$ cat config.mk
export PLATFORM = sky130hd
export DESIGN_NAME = prefetch_buffer
export DESIGN_NICKNAME = d
export VERILOG_FILES = /design/src/logic/pfb_pkg.sv /design/src/logic/pfb_regfile.sv /design/src/logic/pfb_tag_array.sv /design/src/logic/pfb_data_path.sv /design/src/logic/pfb_refill_timer.sv /design/src/logic/pfb_ctrl.sv /design/src/logic/prefetch_buffer.sv
export SDC_FILE = /design/constraint.sdc
export NUM_CORES = 2
export LEC_CHECK = 0
export BUFFER_PORTS_ARGS = -buffer_cell sky130_fd_sc_hd__buf_2
export CAP_MARGIN = 20
export CORE_MARGIN = 2
export CORE_UTILIZATION = 55
export DETAILED_ROUTE_END_ITERATION = 10
export PLACE_DENSITY = 0.82
export SLEW_MARGIN = 20
export SYNTH_ARGS = -nofsm -noshare
export SYNTH_HDL_FRONTEND = slang
export SYNTH_SLANG_ARGS = --single-unit
export TNS_END_PERCENT = 20
$ cat constraint.sdc
create_clock -name clk -period 8.25 [get_ports clk]
set_clock_uncertainty 0.05 [all_clocks]
set_input_delay 0.4125 -clock clk [delete_from_list [all_inputs] [get_ports clk]]
set_output_delay 0.4125 -clock clk [all_outputs]
set_load 0.01 [all_outputs]
$ cat src/logic/pfb_pkg.sv
/*
  Prefetch buffer package
  Geometry, payload types, request and result codes, refill timeout
*/
package pfb_pkg;

  // ------------------------------
  // Geometry
  // ------------------------------
  localparam int WORD_BITS     = 32;
  localparam int ADDR_BITS     = 32;
  localparam int LINE_BITS     = 128;
  localparam int NUM_SETS      = 8;
  localparam int IDX_BITS      = 3;
  // Word offset sits at address bits 3 and 2
  localparam int OFF_BITS      = 2;
  localparam int BYTE_BITS     = 2;
  localparam int LINE_OFF_BITS = BYTE_BITS + OFF_BITS;
  localparam int TAG_BITS      = ADDR_BITS - LINE_OFF_BITS - IDX_BITS;

  // ------------------------------
  // Refill timing
  // ------------------------------
  localparam int REFILL_TIMEOUT = 16;
  localparam int TIMER_BITS     = $clog2(REFILL_TIMEOUT + 1);

  // Payloads
  typedef logic [WORD_BITS-1:0] word_t;
  // Word k occupies bits 32k upward
  typedef logic [LINE_BITS-1:0] line_t;
  typedef logic [TAG_BITS-1:0]  tag_t;
  typedef logic [ADDR_BITS-1:0] addr_t;

  // Request kinds
  typedef enum logic {
    REQ_READ     = 1'b0,
    REQ_PREFETCH = 1'b1
  } req_type_t;

  // Result code sent with every response
  typedef enum logic [1:0] {
    FOUND_MISS   = 2'd0,
    FOUND_HIT    = 2'd1,
    FOUND_FILLED = 2'd2,
    FOUND_ABORT  = 2'd3
  } found_t;

endpackage

$ cat src/logic/pfb_regfile.sv
/*
  Register file with one combinational read port and one write port
  Payload type is set per instance, used for tags and for lines
*/
`timescale 1ns/10ps

module pfb_regfile #(
  parameter type entry_t = logic,
  parameter int  depth   = 8
) (
  input  logic                     clk,
  input  logic                     write_en,
  input  logic [$clog2(depth)-1:0] write_idx,
  input  logic [$clog2(depth)-1:0] read_idx,
  input  entry_t                   write_data,
  output entry_t                   read_data
);

  entry_t mem [depth];

  always_ff @(posedge clk) begin
    if (write_en) begin
      mem[write_idx] <= write_data;
    end
  end

  assign read_data = mem[read_idx];

  // Index comes from the request register in the controller
  a_write_idx_known: assert property (
    @(posedge clk) write_en |-> !$isunknown(write_idx)
  );

endmodule

$ cat src/logic/pfb_tag_array.sv
/*
  Tag array for two ways with valid and LRU state per set
  Detects hits and records the way used by the rest of the transaction
*/
`timescale 1ns/10ps

module pfb_tag_array (
  input  logic                         clk,
  input  logic                         reset,
  input  logic [pfb_pkg::IDX_BITS-1:0] req_idx,
  input  pfb_pkg::tag_t                req_tag,
  input  logic                         way_record_en,
  input  logic                         fill_en,
  input  logic                         lru_touch,
  output logic                         hit,
  output logic                         hit_way,
  output logic                         sel_way
);

  pfb_pkg::tag_t                way_tag [2];
  logic [1:0]                   way_hit;
  logic [pfb_pkg::NUM_SETS-1:0] valid_q [2];
  // One bit per set naming the least recently used way
  logic [pfb_pkg::NUM_SETS-1:0] lru_q;
  logic                         victim_way;

  // ------------------------------
  // Tag storage and compare
  // ------------------------------
  for (genvar w = 0; w < 2; w++) begin : g_way
    pfb_regfile #(
      .entry_t (pfb_pkg::tag_t),
      .depth   (pfb_pkg::NUM_SETS)
    ) i_tags (
      .clk        (clk),
      .write_en   (fill_en && (sel_way == 1'(w))),
      .write_idx  (req_idx),
      .read_idx   (req_idx),
      .write_data (req_tag),
      .read_data  (way_tag[w])
    );

    assign way_hit[w] = valid_q[w][req_idx] && (way_tag[w] == req_tag);
  end

  assign hit     = |way_hit;
  assign hit_way = way_hit[1];

  // Hit way, else a free way with way 0 first, else the LRU way
  always_comb begin
    if (hit) begin
      victim_way = hit_way;
    end else if (!valid_q[0][req_idx]) begin
      victim_way = 1'b0;
    end else if (!valid_q[1][req_idx]) begin
      victim_way = 1'b1;
    end else begin
      victim_way = lru_q[req_idx];
    end
  end

  // ------------------------------
  // Way record, valid and LRU
  // ------------------------------
  always_ff @(posedge clk) begin
    if (reset) begin
      sel_way    <= 1'b0;
      valid_q[0] <= '0;
      valid_q[1] <= '0;
      lru_q      <= '0;
    end else begin
      if (way_record_en) begin
        sel_way <= victim_way;
      end
      if (fill_en) begin
        valid_q[sel_way][req_idx] <= 1'b1;
      end
      // Recorded way just got used, so the other one becomes LRU
      if (lru_touch) begin
        lru_q[req_idx] <= ~sel_way;
      end
    end
  end

  a_one_way_hits: assert property (
    @(posedge clk) disable iff (reset) way_record_en |-> !(&way_hit)
  );

endmodule

$ cat src/logic/pfb_data_path.sv
/*
  Data lines for two ways, refill write and response word register
*/
`timescale 1ns/10ps

module pfb_data_path (
  input  logic                         clk,
  input  logic                         reset,
  input  logic [pfb_pkg::IDX_BITS-1:0] req_idx,
  input  logic [pfb_pkg::OFF_BITS-1:0] req_off,
  input  logic                         sel_way,
  input  logic                         fill_en,
  input  logic                         resp_load,
  input  logic                         resp_clear,
  input  pfb_pkg::line_t               memresp_data,
  output pfb_pkg::word_t               resp_data
);

  pfb_pkg::line_t way_line [2];
  pfb_pkg::line_t fill_line;
  pfb_pkg::line_t sel_line;

  // ------------------------------
  // Line storage
  // ------------------------------
  for (genvar w = 0; w < 2; w++) begin : g_way
    pfb_regfile #(
      .entry_t (pfb_pkg::line_t),
      .depth   (pfb_pkg::NUM_SETS)
    ) i_lines (
      .clk        (clk),
      .write_en   (fill_en && (sel_way == 1'(w))),
      .write_idx  (req_idx),
      .read_idx   (req_idx),
      .write_data (fill_line),
      .read_data  (way_line[w])
    );
  end

  // Memory line staged for the update cycle after the response
  always_ff @(posedge clk) begin
    fill_line <= memresp_data;
  end

  assign sel_line = way_line[sel_way];

  // ------------------------------
  // Response word
  // ------------------------------
  always_ff @(posedge clk) begin
    if (reset) begin
      resp_data <= '0;
    end else if (resp_clear) begin
      resp_data <= '0;
    end else if (resp_load) begin
      resp_data <= sel_line[req_off * pfb_pkg::WORD_BITS +: pfb_pkg::WORD_BITS];
    end
  end

endmodule

$ cat src/logic/pfb_refill_timer.sv
/*
  Refill timer, counts down the wait for a memory response
*/
`timescale 1ns/10ps

module pfb_refill_timer (
  input  logic clk,
  input  logic reset,
  input  logic timer_start,
  input  logic timer_clear,
  output logic timeout
);

  logic [pfb_pkg::TIMER_BITS-1:0] count_q;
  logic                           running_q;

  always_ff @(posedge clk) begin
    if (reset) begin
      count_q   <= '0;
      running_q <= 1'b0;
    end else if (timer_start) begin
      count_q   <= pfb_pkg::TIMER_BITS'(pfb_pkg::REFILL_TIMEOUT);
      running_q <= 1'b1;
    end else if (timer_clear) begin
      count_q   <= '0;
      running_q <= 1'b0;
    end else if (running_q && (count_q != '0)) begin
      count_q <= count_q - 1'b1;
    end
  end

  // Expired: still armed and nothing left to count
  assign timeout = running_q && (count_q == '0);

  // Controller clears the timer on every exit from the refill wait
  a_start_idle: assert property (
    @(posedge clk) disable iff (reset) timer_start |-> !running_q
  );

endmodule

$ cat src/logic/pfb_ctrl.sv
/*
  Prefetch buffer controller
  Request FSM, request registers, result code and array strobes
*/
`timescale 1ns/10ps

module pfb_ctrl (
  input  logic                         clk,
  input  logic                         reset,
  input  logic                         req_val,
  output logic                         req_rdy,
  input  pfb_pkg::req_type_t           req_type,
  input  pfb_pkg::addr_t               req_addr,
  output logic                         resp_val,
  input  logic                         resp_rdy,
  output pfb_pkg::found_t              resp_found,
  output logic                         memreq_val,
  input  logic                         memreq_rdy,
  output pfb_pkg::addr_t               memreq_addr,
  input  logic                         memresp_val,
  output logic                         memresp_rdy,
  input  logic                         insecure,
  input  logic                         hit,
  input  logic                         timeout,
  output logic [pfb_pkg::IDX_BITS-1:0] req_idx,
  output pfb_pkg::tag_t                req_tag,
  output logic [pfb_pkg::OFF_BITS-1:0] req_off,
  output logic                         way_record_en,
  output logic                         fill_en,
  output logic                         lru_touch,
  output logic                         resp_load,
  output logic                         resp_clear,
  output logic                         timer_start,
  output logic                         timer_clear
);

  typedef enum logic [2:0] {
    ST_IDLE,
    ST_TAG_CHECK,
    ST_READ_ACCESS,
    ST_REFILL_REQ,
    ST_REFILL_WAIT,
    ST_REFILL_UPDATE,
    ST_WAIT
  } state_t;

  state_t             state_q;
  state_t             state_next;
  pfb_pkg::req_type_t req_type_q;
  pfb_pkg::addr_t     req_addr_q;
  logic               is_read;
  logic               refill_abort;

  assign is_read      = (req_type_q == pfb_pkg::REQ_READ);
  assign refill_abort = insecure || (timeout && !memresp_val);

  // ------------------------------
  // Request registers
  // ------------------------------
  always_ff @(posedge clk) begin
    if (req_val && req_rdy) begin
      req_type_q <= req_type;
      req_addr_q <= req_addr;
    end
  end

  assign req_off     = req_addr_q[pfb_pkg::BYTE_BITS +: pfb_pkg::OFF_BITS];
  assign req_idx     = req_addr_q[pfb_pkg::LINE_OFF_BITS +: pfb_pkg::IDX_BITS];
  assign req_tag     = req_addr_q[pfb_pkg::ADDR_BITS-1 -: pfb_pkg::TAG_BITS];
  assign memreq_addr = {req_addr_q[pfb_pkg::ADDR_BITS-1:pfb_pkg::LINE_OFF_BITS],
                        {pfb_pkg::LINE_OFF_BITS{1'b0}}};

  // ------------------------------
  // Next state
  // ------------------------------
  always_comb begin
    state_next = state_q;
    unique case (state_q)
      ST_IDLE:          if (req_val) state_next = ST_TAG_CHECK;
      ST_TAG_CHECK: begin
        if (hit) begin
          state_next = is_read ? ST_READ_ACCESS : ST_WAIT;
        end else begin
          state_next = is_read ? ST_WAIT : ST_REFILL_REQ;
        end
      end
      ST_READ_ACCESS:   state_next = ST_WAIT;
      ST_REFILL_REQ:    if (memreq_rdy) state_next = ST_REFILL_WAIT;
      ST_REFILL_WAIT: begin
        if (refill_abort) begin
          state_next = ST_WAIT;
        end else if (memresp_val) begin
          state_next = ST_REFILL_UPDATE;
        end
      end
      ST_REFILL_UPDATE: state_next = ST_WAIT;
      ST_WAIT:          if (resp_rdy) state_next = ST_IDLE;
      default:          state_next = ST_IDLE;
    endcase
  end

  // State and result code
  always_ff @(posedge clk) begin
    if (reset) begin
      state_q    <= ST_IDLE;
      resp_found <= pfb_pkg::FOUND_MISS;
    end else begin
      state_q <= state_next;
      if (state_q == ST_TAG_CHECK) begin
        resp_found <= hit ? pfb_pkg::FOUND_HIT : pfb_pkg::FOUND_MISS;
      end else if (state_q == ST_REFILL_WAIT) begin
        if (refill_abort) begin
          resp_found <= pfb_pkg::FOUND_ABORT;
        end else if (memresp_val) begin
          resp_found <= pfb_pkg::FOUND_FILLED;
        end
      end
    end
  end

  // ------------------------------
  // Strobes and handshakes
  // ------------------------------
  assign req_rdy       = (state_q == ST_IDLE);
  assign resp_val      = (state_q == ST_WAIT);
  assign memreq_val    = (state_q == ST_REFILL_REQ);
  assign memresp_rdy   = (state_q == ST_REFILL_WAIT);
  assign way_record_en = (state_q == ST_TAG_CHECK);
  // Everything but a read hit answers with zero data
  assign resp_clear    = (state_q == ST_TAG_CHECK);
  assign resp_load     = (state_q == ST_READ_ACCESS);
  assign fill_en       = (state_q == ST_REFILL_UPDATE);
  // Read hits and fresh fills both count as a use of the way
  assign lru_touch     = (state_q == ST_READ_ACCESS) || (state_q == ST_REFILL_UPDATE);
  assign timer_start   = (state_q == ST_REFILL_REQ) && memreq_rdy;
  assign timer_clear   = (state_q == ST_REFILL_WAIT) && (refill_abort || memresp_val);

  a_found_stable: assert property (
    @(posedge clk) disable iff (reset)
    (resp_val && !resp_rdy) |=> $stable(resp_found)
  );

  a_inputs_known: assert property (
    @(posedge clk) disable iff (reset)
    !$isunknown({req_val, resp_rdy, memreq_rdy, memresp_val, insecure})
  );

endmodule

$ cat src/logic/prefetch_buffer.sv
/*
  Two-way set-associative prefetch buffer, top level
  Word reads and line prefetches with refill from memory
*/
`timescale 1ns/10ps

module prefetch_buffer (
  input  logic               clk,
  input  logic               reset,
  input  logic               insecure,
  input  logic               req_val,
  output logic               req_rdy,
  input  pfb_pkg::req_type_t req_type,
  input  pfb_pkg::addr_t     req_addr,
  output logic               resp_val,
  input  logic               resp_rdy,
  output pfb_pkg::found_t    resp_found,
  output pfb_pkg::word_t     resp_data,
  output logic               memreq_val,
  input  logic               memreq_rdy,
  output pfb_pkg::addr_t     memreq_addr,
  input  logic               memresp_val,
  output logic               memresp_rdy,
  input  pfb_pkg::line_t     memresp_data
);

  logic [pfb_pkg::IDX_BITS-1:0] req_idx;
  pfb_pkg::tag_t                req_tag;
  logic [pfb_pkg::OFF_BITS-1:0] req_off;
  logic                         hit;
  logic                         sel_way;
  logic                         way_record_en;
  logic                         fill_en;
  logic                         lru_touch;
  logic                         resp_load;
  logic                         resp_clear;
  logic                         timer_start;
  logic                         timer_clear;
  logic                         timeout;

  pfb_ctrl i_ctrl (
    .clk           (clk),
    .reset         (reset),
    .req_val       (req_val),
    .req_rdy       (req_rdy),
    .req_type      (req_type),
    .req_addr      (req_addr),
    .resp_val      (resp_val),
    .resp_rdy      (resp_rdy),
    .resp_found    (resp_found),
    .memreq_val    (memreq_val),
    .memreq_rdy    (memreq_rdy),
    .memreq_addr   (memreq_addr),
    .memresp_val   (memresp_val),
    .memresp_rdy   (memresp_rdy),
    .insecure      (insecure),
    .hit           (hit),
    .timeout       (timeout),
    .req_idx       (req_idx),
    .req_tag       (req_tag),
    .req_off       (req_off),
    .way_record_en (way_record_en),
    .fill_en       (fill_en),
    .lru_touch     (lru_touch),
    .resp_load     (resp_load),
    .resp_clear    (resp_clear),
    .timer_start   (timer_start),
    .timer_clear   (timer_clear)
  );

  pfb_refill_timer i_refill_timer (
    .clk         (clk),
    .reset       (reset),
    .timer_start (timer_start),
    .timer_clear (timer_clear),
    .timeout     (timeout)
  );

  // The hit way reaches the data path through the recorded sel_way
  pfb_tag_array i_tag_array (
    .clk           (clk),
    .reset         (reset),
    .req_idx       (req_idx),
    .req_tag       (req_tag),
    .way_record_en (way_record_en),
    .fill_en       (fill_en),
    .lru_touch     (lru_touch),
    .hit           (hit),
    .hit_way       (),
    .sel_way       (sel_way)
  );

  pfb_data_path i_data_path (
    .clk          (clk),
    .reset        (reset),
    .req_idx      (req_idx),
    .req_off      (req_off),
    .sel_way      (sel_way),
    .fill_en      (fill_en),
    .resp_load    (resp_load),
    .resp_clear   (resp_clear),
    .memresp_data (memresp_data),
    .resp_data    (resp_data)
  );

endmodule

Word-level counts from Yosys, hierarchy flattened
Memory sizes are Yosys's and may differ from the RTL's. A register that Yosys moved wholly into a read port is not among the register bits.
Cells that the tools add are included.
{ "op_classes": {"addsub": 1, "magnitude_cmp": 3, "n_eq_ne": 12, "n_shift": 1, "muxes": 50, "bitwise_logic": 2, "reduce_logical": 29} }
{ "ops": {"columns": ["operator", "n"], "rows": [
  ["128-bit 2-to-1 mux", 3],
  ["128-bit by 8-bit variable part select with 32-bit output", 1],
  ["25-bit == test", 2],
  ["3-bit 2-to-1 mux", 12],
  ["8-bit 2-to-1 mux", 3],
  ["1-bit 2-to-1 mux", 19],
  ["3-bit case mux with 6 select lines", 1],
  ["5-bit 2-to-1 mux", 3],
  ["1-bit logical AND", 11],
  ["1-bit binary-select mux with 3-bit select", 3],
  ["3-bit == test (second input constant)", 3],
  ["8-bit bitwise mux", 1],
  ["2-bit 2-to-1 mux", 4],
  ["8-bit OR reduction", 1],
  ["3-bit by 2-bit == test with 1-bit output (second input constant)", 2],
  ["3-bit nonzero test", 2],
  ["2-bit OR reduction", 3],
  ["5-bit zero test", 1],
  ["5-bit nonzero test", 1],
  ["5-bit by 1-bit subtractor with 5-bit output (second input constant)", 1],
  ["3-bit by 4-bit < comparator with 1-bit output (second input constant)", 1],
  ["2-bit by 1-bit != test with 1-bit output (second input constant)", 2],
  ["4-bit AND reduction", 1],
  ["2-bit nonzero test", 2],
  ["other kinds (13)", 15]
]} }
{ "totals": {"reg_bits": 213, "mem_bits_rw": 2464, "input_bits": 168, "output_inout_bits": 70, "elab_cells": 114, "mem_count": 5} }
{ "mem_list": {"columns": ["name", "words", "width", "rd", "rd_ports_with_merged_regs", "wr", "line_no", "source"], "rows": [
  ["i_data_path.g_way[0].i_lines.mem", 8, 128, 1, 1, 1, "pfb_regfile.sv:19", "entry_t mem [depth];"],
  ["i_data_path.g_way[1].i_lines.mem", 8, 128, 1, 1, 1, "pfb_regfile.sv:19", null],
  ["i_tag_array.g_way[0].i_tags.mem", 8, 25, 1, 1, 1, "pfb_regfile.sv:19", null],
  ["i_tag_array.g_way[1].i_tags.mem", 8, 25, 1, 1, 1, "pfb_regfile.sv:19", null],
  ["i_tag_array.valid_q", 2, 8, 2, 0, 2, "pfb_tag_array.sv:22", "logic [pfb_pkg::NUM_SETS-1:0] valid_q [2];"]
]} }

Logic depth before layout (Yosys ltp)
{ "depth": {"depth_word": 8, "ltp_mapped": 17, "ltp_nobuf": 12} }

By module
From an unflattened synthesis, not the netlist that was laid out.
{ "unflattened": {"cells_unflattened": 4394, "area_unflattened_um2": 102698.5} }
{ "by_module_without_submodules": {"columns": ["mod", "n_inst", "cells_per_inst", "area_each_um2", "seq_area_each_um2"], "rows": [
  ["pfb_regfile (i_data_path.g_way[0].i_lines ...)", 2, 1492, 38992.4, 30749.5],
  ["pfb_regfile (i_tag_array.g_way[0].i_tags ...)", 2, 303, 7761.2, 6005.8],
  ["pfb_data_path", 1, 460, 5645.4, 3203.1],
  ["pfb_tag_array", 1, 191, 1645.3, 500.5],
  ["pfb_ctrl", 1, 117, 1601.5, 1031.0],
  ["pfb_refill_timer", 1, 36, 299.0, 120.1]
]} }

Least setup slack after synthesis
No wires, ideal clock.
{ "synth_path": {"path_type": "register to register", "startpoint": "register i_tag_array.sel_way", "endpoint": "memory i_data_path.g_way[1].i_lines.mem[3][0] in the netlist's numbering, enable pin", "setup_time_ns": 0.670, "t_arrival_ns": 7.977, "t_required_ns": 7.530, "path_slack_ns": -0.447, "stages_incl_launch_ff": 6, "n_path_buf": 3, "period_less_slack_ns": 8.697, "path_cell_list": "dfxtp_1 -> clkbuf_1 -> buf_1 -> clkbuf_1 -> nand2_1 -> nor2_1"} }
{ "synth_between": {"elab_chain_len": 3} }
{ "synth_lines": {"columns": ["item", "line_no", "source"], "rows": [
  ["start: declaration", "pfb_tag_array.sv:17", "output logic sel_way"],
  ["start signal: assignment", "pfb_tag_array.sv:73", "sel_way <= victim_way;"],
  ["1-bit logical AND", "pfb_data_path.sv:32", ".write_en (fill_en && (sel_way == 1'(w))),"],
  ["1-bit 2-to-1 mux", "pfb_regfile.sv:22", "if (write_en) begin"],
  ["1-bit 2-to-1 mux (not written as such)", "pfb_regfile.sv:23", "mem[write_idx] <= write_data;"],
  ["end: declaration", "pfb_regfile.sv:19", null]
]} }
No other way between the ends.

==> key figures <==
Routing
  – Detailed Route Iter0 Violations: 8203
  – Drc violations: 0
  – Drt total wl: 273000 um
  – Via count: 50000
  – Wire per inst: 37.8 um
  – Remaining antenna violation count: 0
  – Pre-antenna DRT Iters: 7
  – Vias/cell: 6.91

STA
  – Hold Fails Final Rpt: 0
  – Final period utilization: 63.5%
  – Post-layout minimum cycle time: 5.24 ns
  – Worst-Margin Slew: 1.21 ns
  – RSZ-0062 raised after global routing: false
  – Rel. slew slack: 19.3%
  – Highest clock rate: 0.191 GHz
  – Slew Viols, Final: 0
  – TNS Setup: 0 ns
  – # setup viols final: 0

Clock network
  – Htree depth: 4
  – Skew-Pair Late Insertion Delay: 0.90 ns
  – Total CTS buffers: 235
  – Max Root-Sink Buffers: 3
  – TritonCTS clock tree: yes
  – Clk root buf: clkbuf_16
  – # Post-CTS Setup Buffers: 0
  – CTS sink cnt: 2678
  – Clock Pin Slew Worst Setup and Hold Paths: 0.07 ns

Synth
  – Post-synth cell types: 59
  – Synth Area per Inst: 24.0 um^2
  – Top FF cell, synth: edfxtp_1
  – Synthesized flop and latch total: 2678
  – Yosys warns: 0
  – Asr flop ratio synth: 0%
  – Post-Syn Area: 99700 um^2
  – Top post-synthesis cells by area: edfxtp_1, mux4_2, dfxtp_1, mux2i_1, clkbuf_1
  – Leading area contributor after synthesis: edfxtp_1
  – Post-Synthesis Cells: 4163
  – Number of synthesized flops with an enable pin: 2479
  – Sequential area share after synthesis: 78.7%
  – Synth top area share: 74.7%

Global routing
  – First-pass GRT wire length: 388000 um
  – GR Layer Usage met2: 48.6%
  – Met3 Use GR: 6.18%
  – GRT Resource Usage Total: 29.8%
  – Antenna violations before repair: 17
  – Vias in the first global route: 50700
  – Met1 Track Usage GR: 38.2%
  – GRT Max-Usage Layer: met2
  – Largest net degree at the start of global routing: 151
  – Total grt overflow: 0

Job
  – Number of max-cap violations: 0

Placed design
  – Routability cong.: 0.802
  – HPWL after DPL: 118000 um
  – Placed Area: 104000 um^2
  – I/O Buffers: 231

Finish
  – P&R area growth vs syn: 13.8%
  – Fillers: 10900
  – Layout cell share with drive strength beyond 1: 29.9%
  – Nets: 4806
  – Finished layout cell area: 113000 um^2

Critical path
  – CP Class: reg -> reg
  – Worst-case reg-to-reg path depth: 13
  – Crit path to: i_ctrl.state_q[2]
  – CP Launch Type: flop
  – Flop2flop setup slack: 3.01 ns
  – R2r endpoint: i_ctrl.state_q[2]
  – Arrival @ worst endpoint: 5.92 ns
  – Worst Setup End Kind: flop
  – Required @ worst endpoint: 8.94 ns
  – Max FO, Critical Path: 32

Power and ir drop
  – Pwr dens: 311 nW/um^2
  – P_leak: 36.0 nW
  – Sw power: 0.00980 W
  – Reg power frac: 44.9%
  – Pint: 0.0254 W
  – Switching share of power: 27.8%
  – Clock Power Share: 33.3%
  – Combinational Power Share: 21.8%
  – Total power draw: 0.0352 W
  – Max IR drop VDD: 0.265 mV

Floorplanning
  – Die area: 185000 um^2
  – Core area: 180000 um^2
  – # IOs: 238
  – Number of core rows: 156
  – Starting Density: 55.3%
  – Width of the die: 430 um
  – Die extent in y: 430 um

Run status
  – Status: finished, final reports clean

Min path
  – Worst hold path type: in -> reg
==> kinds of logic (layout without fill, tap and decap cells) <==
logic type,Yosys count,after routing,synth area share (%)
flops,2678,2678,78.7
mux,843,843,17.8
buf+inv,250,927,1.26
simple gates,222,222,1.03
compound gates,116,116,0.733
xor+xnor,50,50,0.439
fa+ha+maj,3,3,0.0377
other cells,1,22,0.00376
==> Yosys cell counts, types with 3 or more instances <==
library cell / number
edfxtp_1: 2479
mux4_2: 732
dfxtp_1: 199
clkbuf_1: 102
mux2i_1: 89
nand2_1: 88
nor2_1: 70
buf_1: 52
a21oi_1: 49
buf_4: 38
buf_2: 34
xor2_1: 27
a22oi_1: 23
xnor2_1: 23
o21ai_0: 14
mux2_2: 11
mux4_1: 11
or3_1: 11
buf_6: 10
inv_1: 10
nand3_1: 7
a221oi_1: 6
nor3_1: 6
nand2b_1: 5
nand3b_1: 5
nand4_1: 5
o22ai_1: 5
and2_1: 4
a31oi_1: 3
and3_1: 3
ha_1: 3
nor3b_1: 3
==> worst min path at each step <==
stage / start / end / cells after the start
detailed placement: i_data_path.resp_data[18] / i_data_path.resp_data[18] / 2
global route: memresp_data[92] / i_data_path.fill_line[92] / 2
global placement: i_data_path.resp_data[24] / i_data_path.resp_data[24] / 2
CTS: memresp_data[101] / i_data_path.fill_line[101] / 2
floorplan: i_tag_array.valid_q[0][7] / i_tag_array.valid_q[0][7] / 2
finish: memresp_data[101] / i_data_path.fill_line[101] / 2
==> per-layer routing <==
layer | vias to the layer above | part of all wire, %
met5 | - | 0.026
met4 | 10 | 6.1
met3 | 876 | 12
met2 | 4576 | 50
met1 | 26000 | 32
li1 | 18600 | -
==> what timing repair did <==
item / CTS / global route
hold buffers: 166 / 0
endpoints found under the hold margin: 193 / 0
resized for setup: 0 / 0
==> flip-flops by register name, indices dropped and copies added (netlist names), 2 cells and up, named ones only <==
register / cells
i_data_path.g_way.i_lines.mem: 2048
i_tag_array.g_way.i_tags.mem: 400
i_data_path.fill_line: 128
i_data_path.resp_data: 32
i_ctrl.req_addr_q: 30
i_tag_array.valid_q: 16
i_tag_array.lru_q: 8
i_refill_timer.count_q: 5
i_ctrl.state_q: 3
i_ctrl.resp_found: 2
==> critical path, stage by stage (launching register included) <==
cell and delay (ns):
dfxtp_4 0.69, buf_4 0.62, mux4_2 0.63, mux2i_1 0.24
xor2_1 0.22, nand4_1 0.36, or4_1 0.63, nor4_2 0.65
nor2_1 0.16, ha_1 0.33, a21oi_1 0.16, nor2_1 0.06
o22ai_1 0.17, nor2_1 0.06
==> cell usage in the layout (no fill, tap or decap), drive strengths merged, types with 23 or more instances in the layout <==
| cell type | count |
|---|---|
| a22oi | 23 |
| mux4 | 743 |
| clkinv | 78 |
| a21oi | 49 |
| nand2 | 88 |
| clkbuf | 313 |
| bufinv | 30 |
| dfxtp | 199 |
| edfxtp | 2479 |
| nor2 | 71 |
| buf | 306 |
| mux2i | 89 |
| xor2 | 27 |
| dlygate4sd3 | 166 |
| xnor2 | 23 |
==> stage by stage <==
step / hold slack [ns] / setup slack, ns / instances / utilization (%)
6_report: 0.122 / 3.01 / 7231 / 62.9
3_5_place_dp: 0.394 / 3.53 / 6602 / 57.5
5_1_grt: 0.102 / 2.98 / 7217 / 62.9
2_1_floorplan: 0.385 / -0.447 / 4166 / -
3_3_place_gp: 0.395 / 3.50 / 6601 / 57.4
4_1_cts: 0.0723 / 3.27 / 7213 / 62.9
==> final cells by class <==
cell class	instances	area [um^2]	area share, %
clock inverters	132	1660	1.46
repair buffers	472	3670	3.23
clock buffers	313	6460	5.70
diodes	18	45.0	0.0397
multi-input cells	1238	20200	17.8
inverters	10	37.5	0.0331
flip-flops and latches	2678	78400	69.1
well taps	2370	2970	2.61
==> power groups by stage <==
stage                     clock [W]  combinational [W]  sequential (W)
after detailed placement          0            0.00712          0.0161
after global placement            0            0.00697          0.0160
after floorplan                   0            0.00551          0.0158
after CTS                    0.0117            0.00752          0.0158
after global routing         0.0122            0.00790          0.0159
final                        0.0117            0.00768          0.0158
No activity file was read; power rests on OpenSTA's default activity.
